--- config.mk ---
export PLATFORM = sky130hd
export DESIGN_NAME = bp_io_router
export DESIGN_NICKNAME = d
export VERILOG_FILES = /design/src/rtl/bp_mem_bridge_pkg.sv /design/src/rtl/bp_io_router.sv
export SDC_FILE = /design/constraint.sdc
export NUM_CORES = 1
export LEC_CHECK = 0
export BUFFER_PORTS_ARGS = -buffer_cell sky130_fd_sc_hd__buf_2
export CAP_MARGIN = 20
export CORE_AREA = 8 8 229 231
export DETAILED_ROUTE_END_ITERATION = 7
export DIE_AREA = 0 0 237 239
export PLACE_DENSITY = 0.35
export SKIP_LAST_GASP = 1
export SYNTH_ARGS = -nofsm -noshare
export SYNTH_HDL_FRONTEND = slang
export SYNTH_SLANG_ARGS = --single-unit
--- constraint.sdc ---
create_clock -name vclk -period 1.5
set_input_delay 0.075 -clock vclk [all_inputs]
set_output_delay 0.075 -clock vclk [all_outputs]
set_load 0.05 [all_outputs]
--- src/rtl/bp_mem_bridge_pkg.sv ---
/*
  Memory bridge package
  Message format, link widths, memory geometry and address map
*/
`default_nettype none

package bp_mem_bridge_pkg;

  localparam int flit_width_lp  = 32;
  localparam int paddr_width_lp = 32;
  localparam int dword_width_lp = 64;

  typedef enum logic [1:0] {
    e_mem_rd = 2'b00,
    e_mem_wr = 2'b01
  } bp_mem_opcode_e;

  // Data sits in the low bits, so flit 0 carries data[31:0]
  typedef struct packed {
    bp_mem_opcode_e            opcode;
    logic [paddr_width_lp-1:0] addr;
    logic [dword_width_lp-1:0] data;
  } bp_mem_msg_s;

  localparam int msg_width_lp      = $bits(bp_mem_msg_s);
  localparam int msg_flits_lp      = (msg_width_lp + flit_width_lp - 1) / flit_width_lp;
  localparam int flit_cnt_width_lp = $clog2(msg_flits_lp);

  // Address map
  localparam logic [paddr_width_lp-1:0] mem_base_lp         = 32'h8000_0000;
  localparam logic [paddr_width_lp-1:0] host_finish_addr_lp = 32'h0010_0000;

  localparam int mem_els_lp        = 256;
  localparam int mem_idx_width_lp  = $clog2(mem_els_lp);
  localparam int max_latency_lp    = 4;
  localparam int latency_width_lp  = $clog2(max_latency_lp);

endpackage

`default_nettype wire

--- src/rtl/bp_io_router.sv ---
/*
  Command router and response merge
  Steers commands to memory or host by address, merges the replies
*/
`timescale 1ns/1ns
`default_nettype none

module bp_io_router (
  input  bp_mem_bridge_pkg::bp_mem_msg_s  cmd_i,
  input  logic                            cmd_v_i,
  output logic                            cmd_yumi_o,

  output bp_mem_bridge_pkg::bp_mem_msg_s  mem_cmd_o,
  output logic                            mem_cmd_v_o,
  input  logic                            mem_cmd_yumi_i,

  output bp_mem_bridge_pkg::bp_mem_msg_s  host_cmd_o,
  output logic                            host_cmd_v_o,
  input  logic                            host_cmd_yumi_i,

  input  bp_mem_bridge_pkg::bp_mem_msg_s  mem_resp_i,
  input  logic                            mem_resp_v_i,
  output logic                            mem_resp_ready_o,

  input  bp_mem_bridge_pkg::bp_mem_msg_s  host_resp_i,
  input  logic                            host_resp_v_i,
  output logic                            host_resp_ready_o,

  output bp_mem_bridge_pkg::bp_mem_msg_s  resp_o,
  output logic                            resp_v_o,
  input  logic                            resp_ready_i
);

  import bp_mem_bridge_pkg::*;

  logic to_mem;

  // Anything in the upper half is memory
  assign to_mem = (cmd_i.addr & mem_base_lp) == mem_base_lp;

  assign mem_cmd_o    = cmd_i;
  assign host_cmd_o   = cmd_i;
  assign mem_cmd_v_o  = cmd_v_i & to_mem;
  assign host_cmd_v_o = cmd_v_i & ~to_mem;

  // Selected target's yumi passes straight back
  assign cmd_yumi_o = to_mem ? mem_cmd_yumi_i : host_cmd_yumi_i;

  // Fixed priority, memory first
  assign resp_o   = mem_resp_v_i ? mem_resp_i : host_resp_i;
  assign resp_v_o = mem_resp_v_i | host_resp_v_i;

  assign mem_resp_ready_o  = resp_ready_i;
  assign host_resp_ready_o = resp_ready_i & ~mem_resp_v_i;

endmodule

`default_nettype wire

Word level (Yosys, flattened, before mapping)
Index checks and enable logic that the tools add are counted. W data, S select, Z words.

Multiplexer cells: 2. Bitwise logic cells: 6.

Operators with widths (number): $mux W98 (1); $and A1 B1 Y1 (3); $not A1 Y1 (2); $mux W1 (1); $or A1 B1 Y1 (1).

Output and inout bits: 300. Bits in registers: 0. Bits of input ports: 300. Word-level logic and storage cells: 8.

Logic depth before layout (Yosys ltp)
Depth in word-level cells: 2. Depth in mapped cells: 3. Depth with buffers taken out: 1.

Worst setup path after synthesis
OpenSTA, ideal clock, no wires.

Kind: input-to-output. Start: input port mem_resp_v_i. End: output port host_resp_ready_o. Arrival time: 1.091 ns. Stages: 3. Data required time: 1.425 ns. Buffers on the path: 2. Path slack: 0.334 ns. Cell sequence: buf_6 > buf_12 > nor2b_1.

Cells in the longest elaborated chain, start to end: 2.

Ends and longest elaborated chain: start: declaration (line bp_io_router.sv:22) `input logic mem_resp_v_i,`; $not A1 Y1 (line bp_io_router.sv:54) `assign host_resp_ready_o = resp_ready_i & ~mem_resp_v_i;`; $and A1 B1 Y1 (line bp_io_router.sv:54); end: declaration (line bp_io_router.sv:27) `output logic host_resp_ready_o,`.

No other way between the ends.

==> results.json <==
{
  "leakage_nw": 2.09,
  "grt_pass1_wl_mm": 21.8,
  "synthesis.area_um2": 3200,
  "crit_required_ns": 1.42,
  "grt_pass1_vias": 3140,
  "ant_nets": 0,
  "grt_setup_unrepaired": "false",
  "max-cap-violations": 0,
  "start_kind": "input pin",
  "yosys_warnings": 0,
  "antenna_cells": 0,
  "drtIter0Drc": 38,
  "grt_max_degree": 30,
  "n_fill_cell": 5677,
  "irDropWorstVdd_v": 0.000225,
  "p_total_w": 0.00183,
  "via_per_inst": 2.34,
  "synth_cell_types": 8,
  "seqCellArea_um2": 0,
  "final_nets": 721,
  "hp-class": "in2out",
  "io_pins": 600,
  "wl_per_cell_um": 15.5,
  "seq_area_frac_synth_pct": 0,
  "hpwl_mm": 15.1,
  "final_common_cell": "buf_2",
  "whs_ns": 0.150,
  "mostFrequentLayoutCells": "306 x buf_2, 98 x mux2_4, 5 x buf_4, 4 x buf_12, 2 x nor2b_1",
  "core.rowCount": 81,
  "grt_usage_pct": 5.16,
  "synthCells": 311,
  "dieArea_um2": 56600,
  "avgSynthCellArea_um2": 10.3,
  "antenna_found_initial": 0,
  "syn_nets": 611,
  "setup_tns_ns": 0,
  "setup_viol": 0,
  "clkbuf_count": 0,
  "port_buffers": 309,
  "cp.arrival_ns": 1.11,
  "min_period_over_period_pct": 78.7,
  "cp_max_fo": 29,
  "dr.pass1.iters": 3,
  "post_cts_buffers": 0,
  "drc": 0,
  "fmax_mhz": 847,
  "crit_type": "in2out",
  "ctsHoldBuffers": 0,
  "hold_viol": 0,
  "drive_gt1_share_pct": 99.3,
  "die_h_um": 239,
  "start_util_pct": 6.59,
  "core_um2": 48500,
  "cts_resized": 0,
  "tightest_slew_ns": 0.370,
  "area_growth_pct": 23.4,
  "seq_cell_count": 0,
  "powerDensity_nw_per_um2": 465,
  "outcome": "finished clean",
  "slew_headroom_pct": 75.5,
  "die_x_um": 237,
  "slew_viol_final": 0,
  "vias": 2431,
  "period_minus_slack_ns": 1.18,
  "gp_congestion": 0.724,
  "routed_wl_mm": 16.1,
  "grt.overflow.total": 0,
  "critPathCaptureType": "output pin"
}
[power by group]
part	switching, W	internal, W	total (W)
Clock	0	0	0
Combinational	0.00116	0.000675	0.00183
Sequential	0	0	0
[stage by stage]
step	cells	setup WS (ns)	util [%]	cell area, µm²
after floorplan	311	0.334	-	3200
after global placement	1041	0.316	8.13	3950
after detailed placement	1041	0.300	8.13	3950
after CTS	1041	0.299	8.13	3950
after global routing	1041	0.267	8.13	3950
final	1041	0.320	8.13	3950
[cells by family after synthesis]
kind of cell / count (synthesis) / share of synthesized area [%]
buffers and inverters: 208 / 52.9
muxes: 99 / 46.4
and+or+nand+nor: 4 / 0.783
[worst max-delay path, cell delays in order]
cell    delay, ns
buf_6        0.18
buf_12       0.26
mux2_4       0.33
buf_2        0.21
[area by class of cell]
type,instances,area [µm²],area share (%)
multi-input cells,103,1510,38.2
repair buffers,316,1660,42.1
well taps,622,778,19.7
[final timing paths]
path                      from              to  slack, ns  cells past startpoint
hold / removal       cmd_i[60]  host_cmd_o[60]       0.15                      0
setup / recovery  mem_resp_v_i      resp_o[25]       0.32                      4
[synthesized netlist by cell type (all sizes together)]
master  number  area share (%)
nor2b        2            0.39
buf        208              53
or2          1            0.20
and2         1            0.20
mux2        99              46
[layer usage]
metal | track usage, % | wire length [µm]
met5 | 0 | 0
met1 | 4.18 | 4580
met3 | 2.75 | 2310
met4 | 2.81 | 974
met2 | 9.88 | 8230
Power figures use the tool's default switching activity.
