===== src/rtl/bp_mem_bridge_pkg.sv =====
/*
  Memory bridge package
  Message format, link widths, memory geometry and address map
*/
`default_nettype none

package bp_mem_bridge_pkg;

  localparam int flit_width_lp  = 32;
  localparam int paddr_width_lp = 32;
  localparam int dword_width_lp = 64;

  typedef enum logic [1:0] {
    e_mem_rd = 2'b00,
    e_mem_wr = 2'b01
  } bp_mem_opcode_e;

  // Data sits in the low bits, so flit 0 carries data[31:0]
  typedef struct packed {
    bp_mem_opcode_e            opcode;
    logic [paddr_width_lp-1:0] addr;
    logic [dword_width_lp-1:0] data;
  } bp_mem_msg_s;

  localparam int msg_width_lp      = $bits(bp_mem_msg_s);
  localparam int msg_flits_lp      = (msg_width_lp + flit_width_lp - 1) / flit_width_lp;
  localparam int flit_cnt_width_lp = $clog2(msg_flits_lp);

  // Address map
  localparam logic [paddr_width_lp-1:0] mem_base_lp         = 32'h8000_0000;
  localparam logic [paddr_width_lp-1:0] host_finish_addr_lp = 32'h0010_0000;

  localparam int mem_els_lp        = 256;
  localparam int mem_idx_width_lp  = $clog2(mem_els_lp);
  localparam int max_latency_lp    = 4;
  localparam int latency_width_lp  = $clog2(max_latency_lp);

endpackage

`default_nettype wire


===== src/rtl/bp_bypass_sipo.sv =====
/*
  Bypass link deserializer
  Collects command flits into one message and holds it until taken
*/
`timescale 1ns/1ns
`default_nettype none

module bp_bypass_sipo (
  input  logic                                      clk_i,
  input  logic                                      rst_i,

  input  logic [bp_mem_bridge_pkg::flit_width_lp-1:0] flit_i,
  input  logic                                      v_i,
  output logic                                      ready_o,

  output bp_mem_bridge_pkg::bp_mem_msg_s            msg_o,
  output logic                                      v_o,
  input  logic                                      yumi_i
);

  import bp_mem_bridge_pkg::*;

  logic [msg_flits_lp*flit_width_lp-1:0] data_r;
  logic [flit_cnt_width_lp-1:0]          cnt_r;
  logic                                  full_r;
  logic                                  flit_take;

  assign ready_o   = ~full_r;
  assign flit_take = v_i & ready_o;

  always_ff @(posedge clk_i) begin
    if (rst_i) begin
      cnt_r  <= '0;
      full_r <= 1'b0;
    end else begin
      if (flit_take) begin
        if (cnt_r == flit_cnt_width_lp'(msg_flits_lp - 1)) begin
          cnt_r  <= '0;
          full_r <= 1'b1;
        end else begin
          cnt_r <= cnt_r + 1'b1;
        end
      end else if (yumi_i) begin
        full_r <= 1'b0;
      end
    end
  end

  // Lowest flit lands in the lowest slot
  always_ff @(posedge clk_i) begin
    if (flit_take) begin
      data_r[cnt_r*flit_width_lp +: flit_width_lp] <= flit_i;
    end
  end

  assign msg_o = data_r[msg_width_lp-1:0];
  assign v_o   = full_r;

endmodule

`default_nettype wire


===== config.mk =====
export PLATFORM = sky130hd
export DESIGN_NAME = bp_bypass_sipo
export DESIGN_NICKNAME = d
export VERILOG_FILES = /design/src/rtl/bp_mem_bridge_pkg.sv /design/src/rtl/bp_bypass_sipo.sv
export SDC_FILE = /design/constraint.sdc
export NUM_CORES = 1
export LEC_CHECK = 0
export ABC_AREA = 1
export BUFFER_PORTS_ARGS = -buffer_cell sky130_fd_sc_hd__buf_2
export CORE_MARGIN = 3
export CORE_UTILIZATION = 42
export CTS_CLUSTER_DIAMETER = 50
export DETAILED_ROUTE_END_ITERATION = 8
export MAX_ROUTING_LAYER = met4
export PLACE_DENSITY = 0.75
export RECOVER_POWER = 100
export SLEW_MARGIN = 20
export SYNTH_ARGS = -nofsm -noshare
export SYNTH_HDL_FRONTEND = slang
export SYNTH_SLANG_ARGS = --single-unit

===== constraint.sdc =====
create_clock -name clk_i -period 2.9 [get_ports clk_i]
set_clock_uncertainty 0.2 [all_clocks]
set_input_delay 0.58 -clock clk_i [delete_from_list [all_inputs] [get_ports clk_i]]
set_output_delay 0.58 -clock clk_i [all_outputs]
set_load 0.005 [all_outputs]

After elaboration in Yosys (flattened, before gate mapping)

Cells that the tools add are included.

Logic and storage cells: 18
Output and inout bits: 100
Input bits: 36
Bits in registers: 131

Add/sub/neg operators: 2
Equality and inequality tests: 2
Shift operators: 2
Reductions and logical operators: 2
Bitwise gates (word level): 2
Muxes and demuxes: 5

Operators with widths:

| cell                                                                       | count |
|---|---|
| 128-bit bitwise mux                                                        | 1 |
| 32-bit by 34-bit variable shift with 128-bit output (first input constant) | 1 |
| 32-bit by 34-bit indexed part select with 128-bit output                   | 1 |
| 7-bit negation with 34-bit output                                          | 1 |
| 1-bit 2-to-1 mux                                                           | 3 |
| 2-bit by 1-bit adder with 2-bit output (second input constant)             | 1 |
| 2-bit equality test (second input constant)                                | 1 |
| 2-bit 2-to-1 mux                                                           | 1 |
| 2-bit by 1-bit inequality test with 1-bit output (second input constant)   | 1 |
| 2-bit AND reduction                                                        | 1 |
| 2-bit nonzero test                                                         | 1 |
| 1-bit bitwise AND                                                          | 1 |
| 1-bit inverter                                                             | 1 |

Logic depth before layout (Yosys ltp)

Depth in word-level cells: 4
Depth in mapped cells: 7

Least setup slack after synthesis

No wires, ideal clock.

Path type: register -> register
From: reg, netlist name cnt_r[0]
To: reg data_r[0] (enable)
Path buffers: 1
Arrival time: 2.232 ns
Cell stages (with the launch flop): 6
Setup slack: 0.047 ns
Path through: dfxtp_1 -> inv_2 -> ha_1 -> buf_2 -> inv_2 -> nor2_1

RTL lines:

| element                        | line                 | RTL |
|---|---|---|
| end signal: indexed assignment | bp_bypass_sipo.sv:52 | `data_r[cnt_r*flit_width_lp +: flit_width_lp] <= flit_i;` |
| end: declaration               | bp_bypass_sipo.sv:23 | `logic [msg_flits_lp*flit_width_lp-1:0] data_r;` |

==> impl_results.md <==
- Status: complete, no violations
- Seq/Total Area, Yosys: 0.719
- Antenna-violating nets left: 0
- Switch share: 0.261
- Cell with the most instances after synthesis: edfxtp_1
- H-tree depth: 3
- Worst-path clk slew: 90 ps
- Largest net degree at the start of global routing: 33
- Int Power: 0.00211 W
- Slew at the pin with the worst max-slew slack: 1250 ps
- Layout fillers: 919
- CP Launch Point: cnt_r[0]
- Pleak: 1.98 nW
- Final core occ: 0.519
- Clock power share: 0.286
- Peak VDD IR: 269 uV
- WP data arrival: 2440 ps
- Seq cells post-synth: 101
- Total number of vias: 2703
- Total gr overflow: 0
- TritonCTS buffer count: 9
- Vias in the first global route: 2807
- Hold Fails Final Rpt: 0
- First-pass GRT wire length: 14200 um
- Core Area: 9460 um2
- FF-to-FF End: data_r[69]
- CP Capture Type: flop
- First-pass detailed-route iteration total: 5
- Sequential power share: 0.598
- Hold WC Path Type: in -> reg
- Via density: 4.59
- Final Setup Violations: 0
- CP Max Fanout: 19
- R2r setup slk: 320 ps
- CTS tree: yes
- Worst slew margin: 0.167
- GRT Overall Usage: 0.169
- Total negative slack: 0 ps
- Starting density of the core: 0.442
- R2R cell count: 5
- Slew Viols, Final: 0
- CTS max path bufs: 2
- Critical Path Sink: data_r[69]
- Mapped cell area: 4180 um2
- Minimum hold slack: 202 ps
- Worst Setup Path Type: reg -> reg
- Number of gates resized after cts: 0
- Synth area leaders: edfxtp_1 70%, nor2_1 7.0%, nor3_2 6.5%
- Setup Fix Bufs, Post-CTS: 0
- Die area: 11200 um2
- Residual DRC: 0
- Final Net Count: 497
- Tcrit/Tclk final: 0.890
- Yosys cell types: 17
- Number of max-cap violations: 0
- Synth-to-layout area growth: 17.4%
- Layout cells sized above 1: 0.228
- Top FF cell, synth: edfxtp_1
- DR WL/cell: 15.5 um
- Combinational power share: 0.116
- CTS Sinks: 101
- Number of synthesized flops with an enable pin: 98
- CP Data Required Time: 2760 ps
- Ys Warns: 0
- Hold buffer count at CTS: 0
- Chip height: 106 um
- CTS Root Cell: clkbuf_8
- Top-area cell type share of the netlist area: 0.704
- Post-synthesis net count: 362
- Final WL: 9140 um
- Syn avg cell area: 13.1 um2
- Startpoint types: flop
- Min Tclk post-route: 2580 ps
- Worst r2r src: cnt_r[0]
- Die W: 106 um
- Antenna fix cells: 0
- Power Density: 583 nW/um2
- Post-synth top cells: 98 x edfxtp_1, 78 x nor2_1, 41 x inv_1, 39 x nand2_1, 27 x nor3_2
- Achievable Freq: 0.388 GHz
- Sw power: 0.000748 W
- Clk_lat worst skew: 350 ps
- Dpl hpwl: 6450 um
- I/O pins: 136
- IO Port Bufs: 135
- Synth area leader: edfxtp_1
- Initial antenna violation count: 0
- Mapped Cells: 320
- DR iter-0 viols: 131
- GPL Wtd Cong: 0.816
- Async SR Flop Fraction: 0
- Site Rows: 35
- RSZ-0062 raised after global routing: no
## power groups by stage
stage	Sequential (W)	Combinational, W	Clock, W
after floorplan	0.00175	0.000216	0
after global routing	0.00172	0.000376	0.000902
after detailed placement	0.00174	0.000376	0
after global placement	0.00174	0.000364	0
final	0.00171	0.000333	0.000818
after CTS	0.00171	0.000377	0.000847
## cells by family after synthesis
group	after synthesis	share of synthesized area
buffers and inverters	59	0.0746
DFF	101	0.719
and+or+nand+nor	152	0.187
AOI/OAI and AO/OA	2	0.00240
adders and majority gates	6	0.0180
## critical path, cell delays in order, from the launching register on
cell and delay [ps]:
dfxtp_1 420, inv_1 230, ha_1 190, inv_1 40, nor2_1 930, buf_12 260
## registers in the layout (all words and copies together) (netlist names)
signal	cells
data_r	98
cnt_r	2
v_o	1
## worst min path at each step
stage / endpoint / startpoint / slack, ps / cells after the start
final: v_o / rst_i / 200 / 2
after global routing: v_o / rst_i / 200 / 2
after CTS: v_o / rst_i / 190 / 2
after detailed placement: v_o / v_o / 260 / 2
after global placement: v_o / v_o / 260 / 2
after floorplan: v_o / v_o / 270 / 2
## layout by cell type, fill, tap and decap left out, drive strengths merged
cell type	n
nor3	29
nor2	78
clkinvlp	1
a21oi	2
nand3	6
clkinv	2
inv	47
dfxtp	3
ha	6
nand2	39
buf	83
clkbuf	66
edfxtp	98
## through the flow
step	area (um2)	power (W)	worst slack, ps	cells
CTS	5140	0.00293	419	589
detailed placement	4970	0.00212	456	573
global placement	4970	0.00210	620	573
finish	4910	0.00286	320	589
global route	4910	0.00300	181	589
floorplan	4180	0.00197	47.4	320
## metal layers
layer	up-vias	GRT usage	routed length, um
met5	-	-	0
met4	0	0.0666	122
met1	1277	0.191	3680
met3	12	0.0282	571
met2	95	0.299	4770
li1	1319	-	-
## area by class of cell
cell class / count / area (um2) / area share
Inverter: 43 / 161 / 0.0329
Clock buffer: 9 / 124 / 0.0252
Multi-Input combinational cell: 160 / 739 / 0.151
Sequential cell: 101 / 3000 / 0.612
Clock inverter: 7 / 55.1 / 0.0112
Tap cell: 129 / 161 / 0.0329
Timing Repair Buffer: 140 / 663 / 0.135
Power figures use the tool's default switching activity.
