## config.mk

```make
export PLATFORM = sky130hd
export DESIGN_NAME = bp_host_mmio
export DESIGN_NICKNAME = d
export VERILOG_FILES = /design/src/rtl/bp_mem_bridge_pkg.sv /design/src/rtl/bp_host_mmio.sv
export SDC_FILE = /design/constraint.sdc
export NUM_CORES = 1
export LEC_CHECK = 0
export BUFFER_PORTS_ARGS = -buffer_cell sky130_fd_sc_hd__buf_2
export CAP_MARGIN = 20
export CORE_AREA = 2 2 79 81
export CTS_CLUSTER_DIAMETER = 30
export DETAILED_ROUTE_END_ITERATION = 8
export DIE_AREA = 0 0 81 83
export PLACE_DENSITY_LB_ADDON = 0.1
export SYNTH_ARGS = -nofsm -noshare
export SYNTH_HDL_FRONTEND = slang
export SYNTH_SLANG_ARGS = --single-unit
export TNS_END_PERCENT = 1
```

## constraint.sdc

```tcl
create_clock -name clk_i -period 5.4 [get_ports clk_i]
set_input_delay 1.08 -clock clk_i [delete_from_list [all_inputs] [get_ports clk_i]]
set_output_delay 1.08 -clock clk_i [all_outputs]
set_load 0.02 [all_outputs]
```

## src/rtl/bp_mem_bridge_pkg.sv

```systemverilog
/*
  Memory bridge package
  Message format, link widths, memory geometry and address map
*/
`default_nettype none

package bp_mem_bridge_pkg;

  localparam int flit_width_lp  = 32;
  localparam int paddr_width_lp = 32;
  localparam int dword_width_lp = 64;

  typedef enum logic [1:0] {
    e_mem_rd = 2'b00,
    e_mem_wr = 2'b01
  } bp_mem_opcode_e;

  // Data sits in the low bits, so flit 0 carries data[31:0]
  typedef struct packed {
    bp_mem_opcode_e            opcode;
    logic [paddr_width_lp-1:0] addr;
    logic [dword_width_lp-1:0] data;
  } bp_mem_msg_s;

  localparam int msg_width_lp      = $bits(bp_mem_msg_s);
  localparam int msg_flits_lp      = (msg_width_lp + flit_width_lp - 1) / flit_width_lp;
  localparam int flit_cnt_width_lp = $clog2(msg_flits_lp);

  // Address map
  localparam logic [paddr_width_lp-1:0] mem_base_lp         = 32'h8000_0000;
  localparam logic [paddr_width_lp-1:0] host_finish_addr_lp = 32'h0010_0000;

  localparam int mem_els_lp        = 256;
  localparam int mem_idx_width_lp  = $clog2(mem_els_lp);
  localparam int max_latency_lp    = 4;
  localparam int latency_width_lp  = $clog2(max_latency_lp);

endpackage

`default_nettype wire

```

## src/rtl/bp_host_mmio.sv

```systemverilog
/*
  Host MMIO endpoint
  Holds the program-finish flag and answers every host access
*/
`timescale 1ns/1ns
`default_nettype none

module bp_host_mmio (
  input  logic                            clk_i,
  input  logic                            rst_i,

  input  bp_mem_bridge_pkg::bp_mem_msg_s  cmd_i,
  input  logic                            cmd_v_i,
  output logic                            cmd_yumi_o,

  output bp_mem_bridge_pkg::bp_mem_msg_s  resp_o,
  output logic                            resp_v_o,
  input  logic                            resp_ready_i,

  output logic                            program_finish_o
);

  import bp_mem_bridge_pkg::*;

  logic        resp_v_r;
  logic        finish_r;
  logic        hit_finish;
  bp_mem_msg_s resp_r;

  assign hit_finish = cmd_i.addr == host_finish_addr_lp;
  assign cmd_yumi_o = cmd_v_i & ~resp_v_r;

  always_ff @(posedge clk_i) begin
    if (rst_i) begin
      resp_v_r <= 1'b0;
      finish_r <= 1'b0;
    end else begin
      if (cmd_yumi_o) begin
        resp_v_r <= 1'b1;
      end else if (resp_ready_i) begin
        resp_v_r <= 1'b0;
      end
      if (cmd_yumi_o && hit_finish && cmd_i.opcode == e_mem_wr) begin
        finish_r <= cmd_i.data[0];
      end
    end
  end

  // Unmapped reads and all writes return zero data
  always_ff @(posedge clk_i) begin
    if (cmd_yumi_o) begin
      resp_r.opcode <= cmd_i.opcode;
      resp_r.addr   <= cmd_i.addr;
      resp_r.data   <= '0;
      if (hit_finish && cmd_i.opcode == e_mem_rd) begin
        resp_r.data[0] <= finish_r;
      end
    end
  end

  assign resp_o           = resp_r;
  assign resp_v_o         = resp_v_r;
  assign program_finish_o = finish_r;

endmodule

`default_nettype wire

```

Word-level counts from Yosys, hierarchy flattened
Index checks and enable logic that the tools add are counted.
{ "classes": {"eq_ne": 2, "n_mux": 2, "bitwise": 2, "n_reduce_logical": 5} }
{ "ops": {"columns": ["op", "count"], "rows": [
  ["32-bit by 21-bit equality test with 1-bit output (second input constant)", 1],
  ["1-bit logical AND", 3],
  ["2-bit by 1-bit equality test with 1-bit output (second input constant)", 1],
  ["2-bit zero test", 1],
  ["1-bit two-way mux", 2],
  ["2-bit nonzero test", 1],
  ["1-bit bitwise AND", 1],
  ["1-bit inverter", 1]
]} }
{ "totals": {"reg_bits": 37, "inputBits": 102, "out_inout_bits": 101, "elab_cells": 16} }

Longest topological paths before layout
{ "logic_depth": {"word_depth": 4, "ltp_mapped": 4, "mapped_depth_nobuf": 4} }

Worst setup path before layout
Ideal clock, no wire load.
{ "synth_timing": {"path_type": "input port to output port", "from": "input cmd_v_i", "to": "output cmd_yumi_o", "arrival_time_ns": 2.937, "required_ns": 4.320, "slack_ns": 1.383, "stages": 1, "path_buffers": 0, "path_cell_list": "nor2b_1"} }
{ "synth_between": {"elab_chain_len": 1} }
{ "synth_rtl": {"columns": ["item", "line_no", "source"], "rows": [
  ["start, declared", "bp_host_mmio.sv:13", "input logic cmd_v_i,"],
  ["1-bit bitwise AND", "bp_host_mmio.sv:31", "assign cmd_yumi_o = cmd_v_i & ~resp_v_r;"],
  ["end, declared", "bp_host_mmio.sv:14", "output logic cmd_yumi_o,"]
]} }
Every way passes these cells.

Worst setup path in the final report
Ends and elaborated chain as after synthesis.

==> flow_summary.yaml <==
synthesis:
  number_of_storage_elements_in_the_synthesis_netlist: 37
  synth_common_cells: "buf_4, edfxtp_1, nor4_1, nor4_2"
  yosys_warns: 0
  synthFlopType: "edfxtp_1"
  postSynthCellCount: 122
  synth-async-reset-ratio_pct: 0
  syn_area_per_cell_sq_um: 14.2
  yosysSeqAreaShare_pct: 63.2
  post-synth-top-area-fraction_pct: 60.9
  synth-edff-count: 35
  synth_top_cell_by_area: "edfxtp_1"
  netlist-cell-type-count: 15
  synth.most_common_cell: "buf_4"
  post_synth_instance_area_sq_um: 1730
  synth.area.top_cells: "edfxtp_1, buf_4, nor4_2, dfxtp_1, nor4_1"
drt:
  avgViaCountPerCell: 3.66
  wl_per_cell_um: 12.0
  dr.pass1.iters: 4
  remaining_design_rule_violation_count: 0
  wirelength_um: 3360
  drt.antenna.violating_nets: 0
  vias: 1028
  first_iter_violations: 20
power_and_ir_drop:
  cellPowerDensity_nw_per_um2: 305
  share_clk_of_total_power_pct: 28.8
  fin_total_pwr_uw: 627
  p_sw_share_pct: 28.7
  power.sequential.fraction_pct: 54.0
  power.ir.vdd_worst_uv: 103
  power.net_switching_uw: 180
  cellLeakagePower_uw: 0.000935
  internal_uw: 447
  p_comb_share_pct: 17.2
layout:
  final_layout_size_suffix_gt1_share_pct: 43.7
  n_antenna_cell: 0
  area_growth_from_synthesis_to_layout_pct: 19.2
  final_nets: 307
clocking:
  cts-root-buf: "clkbuf_8"
  cts-hold-fix-buffers: 0
  clkSlewWorstSetupHoldPaths_ns: 0.07
  cts_repair_resize_count: 0
  ctsHtreeMaxLevel: 2
  numCtsBuffers: 5
  tritoncts: "yes"
  clkSinkCount: 37
  clockBufferDepth: 2
  postCtsSetupBuffers: 0
  worstSkewPairLatency_ns: 0.28
global_routing:
  first_pass_grt_wire_length_um: 4600
  grt_util_all_layers_pct: 9.51
  grt_overflow: 0
  antenna_violations_before_repair: 0
  grt_max_degree: 37
  number_of_global_route_vias_before_repair: 886
worst_setup_path:
  setup.worst_path.class: "input pin to primary output"
  crit_arrival_ns: 1.52
  worst-path-max-fanout: 2
  ff2ff_setup_slack_ns: 3.92
  worst-endpoint-required_ns: 4.32
  startpoint_class_of_the_critical_path: "input pin"
  endpoint_kind: "primary output"
  reg2reg_depth: 5
place:
  pre_cts_slack_ns: 2.77
  post-dp-hpwl_um: 2670
  buffer_ports.inserted: 76
  finalWeightedCongestion: 0.677
sta:
  aggregate_negative_setup_slack_ns: 0
  rsz0062_at_grt: "no"
  finalCritPeriodShare_pct: 48.2
  report.final.setup_viol: 0
  slew_viol_final: 0
  final.setup_skew_ns: 0.00473
  worst_hold_slack_ns: 0.486
  layout_min_cycle_time_ns: 2.60
  clock.fmax_mhz: 384
  finalHoldViolCount: 0
  postLayoutSetupSlackWorst_ns: 2.80
worst_hold_path:
  holdCritPathClass: "flop to flop"
  worst_hold_path.num_cells: 2
floorplan:
  core-area_sq_um: 5820
  dieHeight_um: 83
  starting_density_of_the_core_pct: 29.7
  die_area_sq_um: 6720
  dieWidth_um: 81
  design.portCount: 203
  row_count: 28
flow_run:
  max_capacitance_violation_count: 0
outcome:
  status: "finished, final reports clean"
[worst max-delay path, stage by stage]
cell and delay [ns]:
buf_2 0.09, nor2b_4 0.15, buf_2 0.19
[cells in the final DEF (no fill, tap or decap)]
| cell type | synthesis | final |
|---|---|---|
| clkbuf_8 | 0 | 5 |
| conb_1 | 1 | 63 |
| nor4_1 | 4 | 4 |
| nand4_1 | 2 | 2 |
| clkbuf_1 | 0 | 1 |
| nand2b_1 | 2 | 2 |
| a211oi_1 | 1 | 1 |
| nor2_1 | 2 | 2 |
| mux2i_1 | 1 | 1 |
| nor4b_2 | 1 | 1 |
| buf_2 | 0 | 76 |
| nand2_1 | 2 | 2 |
| edfxtp_1 | 35 | 35 |
| nor4_2 | 4 | 4 |
| buf_4 | 63 | 1 |
| nor2b_4 | 0 | 1 |
| dfxtp_1 | 2 | 2 |
| clkinv_2 | 0 | 2 |
| nor3_1 | 1 | 1 |
[logic make-up (layout without fill, tap and decap cells)]
kind of cell           Yosys count  in the layout  share of synthesized area, %
DFF                             37             37                          63.2
and+or+nand+nor                 19             19                          8.19
other                            1             63                         0.217
muxes                            1              1                         0.580
AOI/OAI and AO/OA                1              1                         0.435
buffers and inverters           63             85                          27.4
[through the flow]
stage / instance area [sq um] / util, % / instances
6_report: 2060 / 35.4 / 281
2_1_floorplan: 1960 / - / 184
3_5_place_dp: 1980 / 34.0 / 273
4_1_cts: 2060 / 35.4 / 281
5_1_grt: 2060 / 35.4 / 281
3_3_place_gp: 1980 / 34.0 / 273
[layer usage]
layer  part of all wire [%]  track usage [%]  routed length, um
met5                      0                0                  0
met4                    1.8             4.62                 59
met3                     15             4.02                493
met2                     43             15.0               1450
met1                     41             11.0               1360
[flip-flops by register name, summed over array words and instances (netlist names)]
name and flops:
resp_o 35, resp_v_o 1, program_finish_o 1
[path summary, 6_finish.rpt]
| path | start | end |
|---|---|---|
| worst min register to register | program_finish_o | program_finish_o |
| worst max register to register | resp_v_o | program_finish_o |
| worst min-delay path | program_finish_o | program_finish_o |
| worst max-delay path | cmd_v_i | cmd_yumi_o |
[power groups by stage]
| stage | clock (uW) | combinational (uW) | sequential [uW] |
|---|---|---|---|
| after floorplan | 0 | 82.4 | 367 |
| after global placement | 0 | 107 | 345 |
| after detailed placement | 0 | 108 | 345 |
| after CTS | 191 | 108 | 339 |
| after global routing | 204 | 115 | 340 |
| final | 180 | 108 | 339 |
[final cells by class]
class / count / area [sq um]
timing repair buffer: 77 / 388
clock buffer: 6 / 72.6
fill: 591 / 3760
clock inverter: 2 / 10.0
multi-input combinational: 84 / 403
tap: 75 / 93.8
sequential: 37 / 1090
(Power assumes the default switching activity.)
