$ cat src/rtl/bp_mem_bridge_pkg.sv
/*
  Memory bridge package
  Message format, link widths, memory geometry and address map
*/
`default_nettype none

package bp_mem_bridge_pkg;

  localparam int flit_width_lp  = 32;
  localparam int paddr_width_lp = 32;
  localparam int dword_width_lp = 64;

  typedef enum logic [1:0] {
    e_mem_rd = 2'b00,
    e_mem_wr = 2'b01
  } bp_mem_opcode_e;

  // Data sits in the low bits, so flit 0 carries data[31:0]
  typedef struct packed {
    bp_mem_opcode_e            opcode;
    logic [paddr_width_lp-1:0] addr;
    logic [dword_width_lp-1:0] data;
  } bp_mem_msg_s;

  localparam int msg_width_lp      = $bits(bp_mem_msg_s);
  localparam int msg_flits_lp      = (msg_width_lp + flit_width_lp - 1) / flit_width_lp;
  localparam int flit_cnt_width_lp = $clog2(msg_flits_lp);

  // Address map
  localparam logic [paddr_width_lp-1:0] mem_base_lp         = 32'h8000_0000;
  localparam logic [paddr_width_lp-1:0] host_finish_addr_lp = 32'h0010_0000;

  localparam int mem_els_lp        = 256;
  localparam int mem_idx_width_lp  = $clog2(mem_els_lp);
  localparam int max_latency_lp    = 4;
  localparam int latency_width_lp  = $clog2(max_latency_lp);

endpackage

`default_nettype wire

$ cat src/rtl/bp_bypass_piso.sv
/*
  Bypass link serializer
  Latches one response message and sends it as flits, lowest first
*/
`timescale 1ns/1ns
`default_nettype none

module bp_bypass_piso (
  input  logic                                        clk_i,
  input  logic                                        rst_i,

  input  bp_mem_bridge_pkg::bp_mem_msg_s              msg_i,
  input  logic                                        v_i,
  output logic                                        ready_o,

  output logic [bp_mem_bridge_pkg::flit_width_lp-1:0] flit_o,
  output logic                                        v_o,
  input  logic                                        ready_and_i
);

  import bp_mem_bridge_pkg::*;

  logic [msg_flits_lp*flit_width_lp-1:0] data_r;
  logic [flit_cnt_width_lp-1:0]          cnt_r;
  logic                                  busy_r;
  logic                                  msg_take;
  logic                                  flit_sent;

  assign ready_o   = ~busy_r;
  assign msg_take  = v_i & ready_o;
  assign flit_sent = v_o & ready_and_i;

  always_ff @(posedge clk_i) begin
    if (rst_i) begin
      cnt_r  <= '0;
      busy_r <= 1'b0;
    end else if (msg_take) begin
      cnt_r  <= '0;
      busy_r <= 1'b1;
    end else if (flit_sent) begin
      if (cnt_r == flit_cnt_width_lp'(msg_flits_lp - 1)) begin
        busy_r <= 1'b0;
      end
      cnt_r <= cnt_r + 1'b1;
    end
  end

  // Upper pad bits go out as zero
  always_ff @(posedge clk_i) begin
    if (msg_take) begin
      data_r <= (msg_flits_lp*flit_width_lp)'(msg_i);
    end
  end

  // Current flit stays put until the link takes it
  assign flit_o = data_r[cnt_r*flit_width_lp +: flit_width_lp];
  assign v_o    = busy_r;

endmodule

`default_nettype wire

$ cat config.mk
export PLATFORM = sky130hd
export DESIGN_NAME = bp_bypass_piso
export DESIGN_NICKNAME = d
export VERILOG_FILES = /design/src/rtl/bp_mem_bridge_pkg.sv /design/src/rtl/bp_bypass_piso.sv
export SDC_FILE = /design/constraint.sdc
export NUM_CORES = 1
export LEC_CHECK = 0
export BUFFER_PORTS_ARGS = -buffer_cell sky130_fd_sc_hd__clkbuf_2
export CAP_MARGIN = 20
export CORE_ASPECT_RATIO = 1.2
export CORE_MARGIN = 2
export CORE_UTILIZATION = 51
export CTS_BUF_LIST = sky130_fd_sc_hd__clkbuf_8
export DETAILED_ROUTE_END_ITERATION = 12
export GPL_ROUTABILITY_DRIVEN = 0
export PLACE_DENSITY = 0.82
export SLEW_MARGIN = 5
export SYNTH_ARGS = -nofsm -noshare
export SYNTH_HDL_FRONTEND = slang
export SYNTH_SLANG_ARGS = --single-unit
$ cat constraint.sdc
create_clock -name clk_i -period 7.6 [get_ports clk_i]
set_input_delay 1.52 -clock clk_i [delete_from_list [all_inputs] [get_ports clk_i]]
set_output_delay 1.52 -clock clk_i [all_outputs]
set_load 0.01 [all_outputs]
# --- Word level (Yosys, flattened, before mapping) ---
# Cells that the tools add are included.
op_classes:
  addsub: 1
  eq_ne: 1
  shift: 1
  mux: 3
  n_bitwise: 3
  n_reduce_logical: 4
ops:
  columns: ["cell", "n"]
  rows:
  - ["128-bit by 8-bit variable part select with 32-bit output", 1]
  - ["2-bit nonzero test", 2]
  - ["1-bit 2-to-1 mux", 3]
  - ["2-bit by 1-bit adder with 2-bit output, second input constant", 1]
  - ["1-bit bitwise AND", 2]
  - ["2-bit equality test, second input constant", 1]
  - ["2-bit AND reduction", 1]
  - ["2-bit OR reduction", 1]
  - ["1-bit inverter", 1]
word_totals:
  register_bits: 101
  out_inout_bits: 34

# --- Logic depth before layout (Yosys ltp) ---
# Gate-level depths: netlist (run 1).
logic_depth:
  ltp_word: 4
  mapped_depth: 5
  ltp_nobuf: 3

# --- Worst setup path before layout (run 1) ---
# No wires, ideal clock.
synth_timing:
  path_kind: "input-to-reg"
  from: "in v_i"
  to: "reg data_r[0] (enable)"
  setup_ns: 0.557
  arrival_time_ns: 5.680
  path_slack_ns: 1.362
  stages: 2
  path_buffers: 0
  path_cell_list: "inv_1 -> nor2_1"
synth_via:
  elab_chain_cells: 1
synth_rtl:
  columns: ["item", "line_no", "source"]
  rows:
  - ["start, declared", "bp_bypass_piso.sv:13", "input logic v_i,"]
  - ["1-bit bitwise AND", "bp_bypass_piso.sv:30", "assign msg_take = v_i & ready_o;"]
  - ["net msg_take", "bp_bypass_piso.sv:26", "logic msg_take;"]
  - ["end signal, assigned", "bp_bypass_piso.sv:51", "data_r <= (msg_flits_lp*flit_width_lp)'(msg_i);"]
  - ["end, declared", "bp_bypass_piso.sv:23", "logic [msg_flits_lp*flit_width_lp-1:0] data_r;"]
# The timed path passes the listed nets, and every way through them passes these cells.
# A chain may end at the register's enable or synchronous reset.

# --- Worst setup path in the final report (run 1) ---
layout_timing:
  from: "reg cnt_r[0]"
  to: "out flit_o[3] (netlist name)"
layout_via:
  elab_chain_cells: 1
layout_rtl:
  columns: ["item", "line_no", "source"]
  rows:
  - ["start, declared", "bp_bypass_piso.sv:24", "logic [flit_cnt_width_lp-1:0] cnt_r;"]
  - ["start signal, assigned", "bp_bypass_piso.sv:44", "cnt_r <= cnt_r + 1'b1;"]
  - ["128-bit by 8-bit variable part select with 32-bit output", "bp_bypass_piso.sv:56", "assign flit_o = data_r[cnt_r*flit_width_lp +: flit_width_lp];"]
  - ["end, declared", "bp_bypass_piso.sv:16", "output logic [bp_mem_bridge_pkg::flit_width_lp-1:0] flit_o,"]
# Every way passes these cells.

==> results of run 1 <==
## flip-flops by register name, summed over array words and instances (netlist names)
signal  count
v_o         1
data_r     98
cnt_r       2
## worst reg2reg max path, stage by stage (launching register included)
cell and delay, ps:
dfxtp_1 420, nor2_4 350, buf_12 270, buf_4 560
## routing by layer
layer | vias to the layer above | track usage, % | routed length, um
li1 | 1101 | - | -
met5 | - | 0 | 0
met2 | 91 | 29.3 | 3510
met4 | 0 | 9.46 | 255
met1 | 1056 | 20.0 | 2610
met3 | 18 | 5.31 | 401
## placed cells by master (no fill, tap or decap), types with 2 or more instances in the layout
cell type | Yosys | routed
buf_4 | 2 | 2
mux4_2 | 2 | 2
bufinv_16 | 0 | 2
o21ai_1 | 30 | 30
nand2_1 | 30 | 30
edfxtp_1 | 98 | 98
mux2i_1 | 31 | 31
clkbuf_2 | 0 | 135
dfxtp_1 | 3 | 2
buf_12 | 0 | 2
a21oi_1 | 2 | 2
inv_1 | 2 | 2
clkbuf_8 | 0 | 9
## final cells by class
| cell class | instances | area [um2] |
|---|---|---|
| Inverter | 2 | 7.51 |
| Timing Repair Buffer | 139 | 731 |
| Clock inverter | 6 | 86.3 |
| Multi-Input combinational cell | 103 | 707 |
| Sequential cell | 101 | 3000 |
| Fill cell | 531 | 2460 |
| Tap cell | 90 | 113 |
| Clock buffer | 9 | 124 |
## report_power, final
| group | switching, mW | total (mW) | internal, mW |
|---|---|---|---|
| registers | 0.0113 | 0.658 | 0.647 |
| logic | 0.0643 | 0.120 | 0.0553 |
| clock network | 0.167 | 0.351 | 0.184 |
## path summary, 6_finish.rpt
path	to	cells after the start	slack, ps
min	v_o	2	640
min reg2reg	v_o	2	640
max reg2reg	data_r[30]	3	5600
max	flit_o[3]	4	4100
## logic make-up after synthesis
kind of cell	synth area share [%]
AND/OR/NAND/NOR	3.53
AO/OA/AOI/OAI	4.98
buffers and inverters	2.47
flip-flops	79.1
multiplexers	9.36
adder cells (fa/ha/maj)	0.330
XOR/XNOR	0.231
## metrics by stage
step           utilization, %  hold WS (ps)  setup WS (ps)
6_report                 66.0           644           4100
5_1_grt                  66.0           712           3930
4_1_cts                  65.7           651           3740
3_5_place_dp             62.8           638           4140
3_3_place_gp             62.5           625           3950
2_1_floorplan               -           562           1360
==> qor.txt, run 1 <==
Status -> finished, final reports clean
R2r startpoint -> v_o
First-pass GRT wire length -> 10,400 um
Post-CTS Hold Buffers -> 0
PortBufs -> 135
Full die area -> 8150 um2
Worst endpoint required time -> 6080 ps
PD cells -> 237 nW/um2
Largest net degree at the start of global routing -> 53
Clock Path Buffers -> 2
Leakage power -> 1.86 nW
Worst path top cell family by delay -> simple AND/OR/NAND/NOR gates
Worst-Margin Slew -> 734 ps
Layout Cells excl Fill -> 450
EDFF count, synth -> 98
Synth cell count leaders -> 98 x edfxtp_1, 31 x mux2i_1, 30 x nand2_1, 30 x o21ai_1, 4 x buf_6
Main area contributors after synthesis -> edfxtp_1 78%, mux2i_1 8.2%, o21ai_1 4.0%
CTS clk-pin slew, worst paths -> 90 ps
Core Area -> 7230 um2
Critical Path Slowest Stage Cell -> nor2b_4
Via/cell ratio -> 5.04
CP Cell Sequence -> nor2b_4 > nand2_1 > o21ai_1 > clkbuf_2
Post-route ant nets -> 0
Worst Setup End Kind -> primary output
Clk Tree Root Cell -> clkbuf_8
Max-slew headroom -> 51.0%
Global route overflow -> 0
Clock sink count -> 101
Unrepaired setup endpoints after global routing -> no
Initial antenna violation count -> 0
Placed Cells -> 434
Crit-path max cell delay -> 660 ps
Tmin final -> 3500 ps
HPWL after DPL -> 4630 um
Max-capacitance violation count -> 0
Final Skew -> 12.2 ps
Initial Util -> 52.5%
Crit start category -> register
Hold WC Path Type -> reg2reg
Vias -> 2,266
Routed WL per cell -> 15.1 um
Critical path origin -> cnt_r[0]
Post-Syn Instances -> 218
Worst-Skew Late Latency -> 350 ps
Initial detailed-routing violation count -> 119
Most common cell in the netlist -> edfxtp_1
CP bufs+invs -> 1
Arrival time at the worst endpoint -> 1980 ps
I/O Pins -> 136
Yosys warning count -> 0
DP Area -> 4540 um2
Final setup viols -> 0
Syn Area/Cell -> 17.4 um2
Fmax -> 286 MHz
Ys async rst share -> 0%
Max Slew Vio Count -> 0
Seq/Total Area, Yosys -> 79.1%
Vias in the first global route -> 2,371
DR pass1 iterations -> 4
Setup Fix Bufs, Post-CTS -> 0
CP Max Fanout -> 30
Post_cts resized -> 0
Synth unique cells -> 19
Yosys top cell area share -> 77.5%
Design Power -> 1.13 mW
Fraction of layout cells with a size suffix above 1 -> 44.2%
Area grow syn2layout -> 25.7%
Post-synth top area cell -> edfxtp_1
Num CTS Buffers -> 9
WS Path Type -> reg2out
Hold Startpoint -> v_o
Period Utilization, post-route -> 46.0%
Net Count, Synth -> 321
Rows -> 34
Final WL -> 6780 um
Fin nets -> 459
Endpoints failing hold -> 0
Antenna Cells -> 0
Die Ht -> 98.5 um
# H-tree levels -> 3
CTS tree -> done
Residual DRC -> 0
Seq cells post-synth -> 101
Final Instance Area -> 4770 um2
Worst vdd ir -> 0.158 mV
Setup total negative slack -> 0 ps
Chip Width -> 82.8 um
Ys flop type -> edfxtp_1
GR Util All Layers -> 17.6%
Mapped cell area -> 3800 um2
No activity file was read; power rests on OpenSTA's default activity.
==> run 2: changes to the inputs <==
--- a/config.mk
+++ b/config.mk
@@ -5,15 +5,16 @@
 export SDC_FILE = /design/constraint.sdc
 export NUM_CORES = 1
 export LEC_CHECK = 0
+export ABC_AREA = 1
 export BUFFER_PORTS_ARGS = -buffer_cell sky130_fd_sc_hd__clkbuf_2
 export CAP_MARGIN = 20
 export CORE_ASPECT_RATIO = 1.2
 export CORE_MARGIN = 2
-export CORE_UTILIZATION = 51
+export CORE_UTILIZATION = 47
 export CTS_BUF_LIST = sky130_fd_sc_hd__clkbuf_8
 export DETAILED_ROUTE_END_ITERATION = 12
 export GPL_ROUTABILITY_DRIVEN = 0
-export PLACE_DENSITY = 0.82
+export PLACE_DENSITY = 0.78
 export SLEW_MARGIN = 5
 export SYNTH_ARGS = -nofsm -noshare
 export SYNTH_HDL_FRONTEND = slang
==> constraint.sdc (replaced) <==
create_clock -name clk_i -period 2.9 [get_ports clk_i]
set_input_delay 0.58 -clock clk_i [delete_from_list [all_inputs] [get_ports clk_i]]
set_output_delay 0.58 -clock clk_i [all_outputs]
set_load 0.01 [all_outputs]
==> run 2 against run 1 <==
  * Count of clock-buffer cells in the layout unchanged
  * Register-to-register slack worse by 4200 ps
  * Global-route usage grew 0.56 points
  * Combinational power is 130% higher
  * Cell area grew 6.0%
  * Largest cell class unchanged
  * Largest power group unchanged
==> qor.txt, run 2 <==
Unrepaired setup endpoints after global routing -> no
PD cells -> 564 nW/um2 (+140%)
Clock sink count -> 101 (unchanged)
Via/cell ratio -> 4.61 (-8.5%)
Routed WL per cell -> 13.5 um (-10%)
Worst vdd ir -> 0.343 mV (+120%)
Main area contributors after synthesis -> edfxtp_1 71%, nand2_1 13%, inv_1 6.5%
# H-tree levels -> 3 (unchanged)
CTS tree -> done
Worst endpoint required time -> 2320 ps (-3760 ps)
DR pass1 iterations -> 4 (unchanged)
Final WL -> 8440 um (+24%)
Crit start category -> register
Clock share of power -> 29.6% (-1.5 points)
Setup total negative slack -> 0 ps (unchanged)
Pint -> 2.21 mW (+150%)
Syn Area/Cell -> 11.3 um2 (-35%)
Synth cell count leaders -> 138 x nand2_1, 98 x edfxtp_1, 71 x inv_1
CTS clk-pin slew, worst paths -> 90 ps (about the same)
Ys async rst share -> 0% (unchanged)
Yosys warning count -> 0 (unchanged)
Post-route ant nets -> 0 (unchanged)
Max-slew headroom -> 49.6% (-1.3 points)
Core Area -> 8560 um2 (+18%)
Residual DRC -> 0 (unchanged)
Post_cts resized -> 0 (unchanged)
Pre-CTS setup slack -> 846 ps (-3300 ps)
EDFF count, synth -> 98 (unchanged)
Antenna Cells -> 0 (unchanged)
Layout fillers -> 726 (+37%)
Vias -> 2,874 (+27%)
Largest register FFs -> 98 (unchanged)
Setup Fix Bufs, Post-CTS -> 0 (unchanged)
Post-Syn Instances -> 366 (+68%)
Largest net degree at the start of global routing -> 99 (+87%)
Final Util -> 59.1% (-6.9 points)
Most common cell after layout, fill and taps aside -> nand2_1
Initial Util -> 48.2% (-4.3 points)
Fin nets -> 605 (+32%)
Worst-Skew Late Latency -> 370 ps (+20 ps)
Max-capacitance violation count -> 0 (unchanged)
Endpoints failing hold -> 0 (unchanged)
Area grow syn2layout -> 22.6%
Final setup viols -> 0 (unchanged)
Leakage power -> 2.45 nW (+31%)
Yosys top cell area share -> 71.3% (-6.2 points)
Gate power share -> 9.7% (-0.9 points)
Initial detailed-routing violation count -> 154 (+29%)
Sequential power share -> 60.7% (+2.4 points)
Post-CTS Hold Buffers -> 0 (unchanged)
Vias in the first global route -> 2,845 (+20%)
Fmax -> 411 MHz
WS Path Type -> reg2out
CP Max Fanout -> 30 (unchanged)
Num CTS Buffers -> 9 (unchanged)
I/O Pins -> 136 (unchanged)
Worst Setup End Kind -> primary output
Ys flop type -> edfxtp_1
Status -> finished, final reports clean
Tmin final -> 2440 ps
PortBufs -> 135 (unchanged)
Seq/Total Area, Yosys -> 72.7% (-6.4 points)
Clock Path Buffers -> 2 (unchanged)
Mapped cell area -> 4130 um2 (+8.7%)
Chip Width -> 89.6 um (+8.2%)
Worst-Margin Slew -> 754 ps (+19.9 ps)
Net Count, Synth -> 469 (+46%)
Max Slew Vio Count -> 0 (unchanged)
R2r startpoint -> v_o
Hold Startpoint -> msg_i[93]
Rows -> 37 (+8.8%)
Global route overflow -> 0 (unchanged)
Initial antenna violation count -> 0 (unchanged)
Sw Pwr -> 0.645 mW (+170%)
Full die area -> 9550 um2 (+17%)
GR Util All Layers -> 18.2% (+0.56 points)
Critical path origin -> cnt_r[1]
Die Ht -> 107 um (+8.3%)
First-pass GRT wire length -> 12,800 um (+22%)
Seq cells post-synth -> 101 (unchanged)
Reg with most FFs -> data_r
Synth unique cells -> 14 (-5)
Period Utilization, post-route -> 84.0%
Hold WC Path Type -> in2reg
Post-route worst setup slack -> 465 ps (-3640 ps)
Fraction of layout cells with a size suffix above 1 -> 30.8% (-13 points)
Clk Tree Root Cell -> clkbuf_8
Most common cell in the netlist -> nand2_1
Final Skew -> 5.11 ps (-7.06 ps)
HPWL after DPL -> 5700 um (+23%)
Arrival time at the worst endpoint -> 1860 ps (-120 ps)
Switching Fraction -> 22.6% (+1.1 points)
Post-synth top area cell -> edfxtp_1
Most frequent cells in the layout -> 138 x nand2_1, 135 x clkbuf_2, 98 x edfxtp_1
==> run 2: cell count changes in the layout (fill, tap and decap cells not counted), moves of 2 or more <==
| cell | previous run | this run |
|---|---|---|
| nand2_1 | 30 | 138 |
| inv_1 | 2 | 72 |
| nand3_1 | 0 | 36 |
| mux2i_1 | 31 | 0 |
| o21ai_1 | 30 | 0 |
| clkinvlp_4 | 0 | 2 |
| mux4_2 | 2 | 0 |
==> run 2: cell type report <==
class	count	area (um2)	share of cell area, %
tap	117	146	2.89
multi-input combinational	179	736	14.5
inverter	73	280	5.54
clock inverter	7	58.8	1.16
clock buffer	9	124	2.45
sequential	101	3000	59.4
timing repair buffer	138	711	14.0
==> run 2: worst paths after layout <==
check	cells after the start	to	slack, ps
max	5	flit_o[20]	460
min	1	data_r[93]	380
max reg2reg	4	data_r[49]	1390
min reg2reg	2	v_o	540
==> run 2: stage by stage <==
stage	instance area [um2]	cells	hold WS, ps	total power [mW]
2_1_floorplan	4130	366	489	1.90
3_3_place_gp	4880	608	500	2.03
3_5_place_dp	4880	608	529	2.05
4_1_cts	5060	624	360	2.89
5_1_grt	5060	624	360	2.98
6_report	5060	624	382	2.85
==> run 2: cell families after synthesis <==
family | count (synthesis) | share of synthesized area [%]
AO/OA/AOI/OAI | 2 | 0.243
adder cells (fa/ha/maj) | 1 | 0.303
buffers and inverters | 86 | 9.43
flip-flops | 101 | 72.7
AND/OR/NAND/NOR | 176 | 17.3
==> run 2: power groups by stage <==
stage / logic, mW / clock network, mW / registers (mW)
after global placement: 0.270 / 0 / 1.76
after global routing: 0.313 / 0.924 / 1.74
after CTS: 0.282 / 0.874 / 1.73
final: 0.277 / 0.844 / 1.73
after floorplan: 0.142 / 0 / 1.76
after detailed placement: 0.281 / 0 / 1.77
==> run 2: metal layers <==
layer,track usage (%),routed length (um),part of all wire [%]
met1,21.6,3410,40
met2,30.8,4340,51
met3,3.39,513,6.1
met4,9.28,182,2.2
met5,0,0,0
==> run 2: critical path, cell delays in order, from the launching register on <==
cell	delay, ps
dfxtp_1	440
inv_2	80
nor2_4	580
nand2_1	110
nand2_1	130
clkbuf_2	140
==> run 3: changes to the inputs <==
--- a/config.mk
+++ b/config.mk
@@ -10,11 +10,11 @@
 export CAP_MARGIN = 20
 export CORE_ASPECT_RATIO = 1.2
 export CORE_MARGIN = 2
-export CORE_UTILIZATION = 47
+export CORE_UTILIZATION = 52
 export CTS_BUF_LIST = sky130_fd_sc_hd__clkbuf_8
 export DETAILED_ROUTE_END_ITERATION = 12
 export GPL_ROUTABILITY_DRIVEN = 0
-export PLACE_DENSITY = 0.78
+export PLACE_DENSITY = 0.82
 export SLEW_MARGIN = 5
 export SYNTH_ARGS = -nofsm -noshare
 export SYNTH_HDL_FRONTEND = slang
==> constraint.sdc (replaced) <==
create_clock -name clk_i -period 2.3 [get_ports clk_i]
set_input_delay 0.46 -clock clk_i [delete_from_list [all_inputs] [get_ports clk_i]]
set_output_delay 0.46 -clock clk_i [all_outputs]
set_load 0.01 [all_outputs]
==> run 3 against run 2 <==
  * Clock skew increased by 1.4 ps
  * Non-clock buffer count increased by 4
  * Setup slack got worse by 270 ps
  * First-iteration DRC count decreased by 28%
  * Combinational power increased by 28%
  * Largest cell class unchanged
  * Critical path type unchanged
  * Sequential power increased by 26%
  * Flip-flop and latch count unchanged
  * Core utilization increased by 7.3 points
==> qor.txt, run 3 (same netlist as run 2, synthesis figures left out) <==
Fraction of layout cells with a size suffix above 1 -> 32.1% (+1.3 points)
DP Area -> 4900 um2 (+0.38%)
Residual DRC -> 0 (unchanged)
Post-route worst setup slack -> 191 ps (-273 ps)
Clk Tree Root Cell -> clkbuf_8
Post-route ant nets -> 0 (unchanged)
Unrepaired setup endpoints after global routing -> no
Full die area -> 8670 um2 (-9.2%)
Tmin final -> 2110 ps
Sequential power share -> 58.6% (-2.1 points)
DR pass1 iterations -> 4 (unchanged)
Hold slack -> 266 ps (-115 ps)
Global route overflow -> 0 (unchanged)
Initial antenna violation count -> 0 (unchanged)
Initial Util -> 53.6% (+5.4 points)
Setup Fix Bufs, Post-CTS -> 0 (unchanged)
Via/cell ratio -> 4.74 (+3.0%)
Vias -> 2,861 (-0.45%)
Reg with most FFs -> data_r
Switching Fraction -> 22.0% (-0.60 points)
Fmax -> 474 MHz
# H-tree levels -> 3 (unchanged)
Setup total negative slack -> 0 ps (unchanged)
Core Area -> 7710 um2 (-10%)
Max Slew Vio Count -> 0 (unchanged)
Fin nets -> 609 (+0.66%)
HPWL after DPL -> 5750 um (+0.96%)
Routed WL per cell -> 13.3 um (-1.4%)
CP Max Fanout -> 35 (+17%)
Clock sink count -> 101 (unchanged)
GR Util All Layers -> 19.2% (+1.1 points)
CTS tree -> done
Pre-CTS setup slack -> 532 ps (-314 ps)
Gate power share -> 9.5% (-0.2 points)
Worst endpoint required time -> 1840 ps (-480 ps)
Initial detailed-routing violation count -> 111 (-28%)
PD cells -> 729 nW/um2 (+29%)
Die Ht -> 102 um (-4.7%)
I/O Pins -> 136 (unchanged)
Final WL -> 8050 um (-4.7%)
First-pass GRT wire length -> 12,600 um (-1.2%)
Worst Setup End Kind -> primary output
Most common cell after layout, fill and taps aside -> nand2_1
Post-CTS Hold Buffers -> 0 (unchanged)
Clock share of power -> 31.9% (+2.3 points)
Final Instance Area -> 5110 um2 (+1.1%)
Clock Path Buffers -> 2 (unchanged)
Final Skew -> 6.53 ps (+1.41 ps)
Leakage power -> 2.49 nW (+1.5%)
Hold WC Path Type -> in2reg
Antenna Cells -> 0 (unchanged)
Num CTS Buffers -> 9 (unchanged)
Worst vdd ir -> 0.502 mV (+46%)
Status -> finished, final reports clean
WS Path Type -> reg2out
Sw Pwr -> 0.820 mW (+27%)
Crit start category -> register
Chip Width -> 85.3 um (-4.7%)
PortBufs -> 135 (unchanged)
CTS clk-pin slew, worst paths -> 90 ps (about the same)
Most frequent cells in the layout -> 137 x nand2_1, 135 x clkbuf_2, 98 x edfxtp_1
Period Utilization, post-route -> 91.7%
Post_cts resized -> 0 (unchanged)
Worst-Skew Late Latency -> 360 ps (about the same)
Endpoints failing hold -> 0 (unchanged)
Arrival time at the worst endpoint -> 1650 ps (-210 ps)
Layout fillers -> 621 (-14%)
Vias in the first global route -> 2,826 (-0.67%)
Max-capacitance violation count -> 0 (unchanged)
Pint -> 2.91 mW (+32%)
Final setup viols -> 0 (unchanged)
Max-slew headroom -> 65.6% (+16 points)
Rows -> 35 (-5.4%)
Largest net degree at the start of global routing -> 57 (-42%)
Largest register FFs -> 98 (unchanged)
Area grow syn2layout -> 23.9%
Worst-Margin Slew -> 517 ps (-237 ps)
[run 3: changes by cell type in the layout (fill, tap and decap cells not counted), sizes merged]
cell	before	now
buf	3	7
bufinv	1	2
clkinv	3	2
[run 3: layout make-up]
cell class                 count  area (um2)  share of cell area [%]
sequential                   101        3010                    58.8
multi-input combinational    179         752                    14.7
timing repair buffer         142         741                    14.5
inverter                      73         283                    5.53
clock buffer                   9         124                    2.42
tap                           92         115                    2.25
clock inverter                 7        92.6                    1.81
[run 3: power groups by stage]
stage	Sequential [mW]	Combinational [mW]	Clock [mW]
after floorplan	2.22	0.183	0
after global placement	2.22	0.348	0
after detailed placement	2.23	0.360	0
after CTS	2.19	0.361	1.22
after global routing	2.20	0.397	1.29
final	2.18	0.354	1.19
[run 3: worst max-delay path, stage by stage (launching register included)]
cell      delay [ps]
dfxtp_2          600
inv_4            250
nand2_1          130
nand3_1          100
nand2_1           80
clkbuf_2         120
[run 3: metal layers]
| layer | share of wire [%] | wire length (um) | track usage [%] |
|---|---|---|---|
| met1 | 38 | 3090 | 21.6 |
| met2 | 52 | 4210 | 34.0 |
| met3 | 6.4 | 518 | 4.48 |
| met4 | 2.8 | 224 | 10.4 |
| met5 | 0 | 0 | 0 |
[run 3: worst paths after layout]
check	start	end	slack, ps	cells after the start
worst min register to register	v_o	v_o	510	2
worst min-delay path	msg_i[79]	data_r[79]	270	1
worst max-delay path	cnt_r[0]	flit_o[31]	190	5
worst max register to register	v_o	data_r[17]	850	4
[run 3: metrics by stage]
step / util (%) / cells / power [mW]
finish: 66.4 / 603 / 3.73
CTS: 66.3 / 603 / 3.76
global route: 66.4 / 603 / 3.88
floorplan: - / 366 / 2.41
global placement: 63.5 / 587 / 2.57
detailed placement: 63.5 / 587 / 2.59
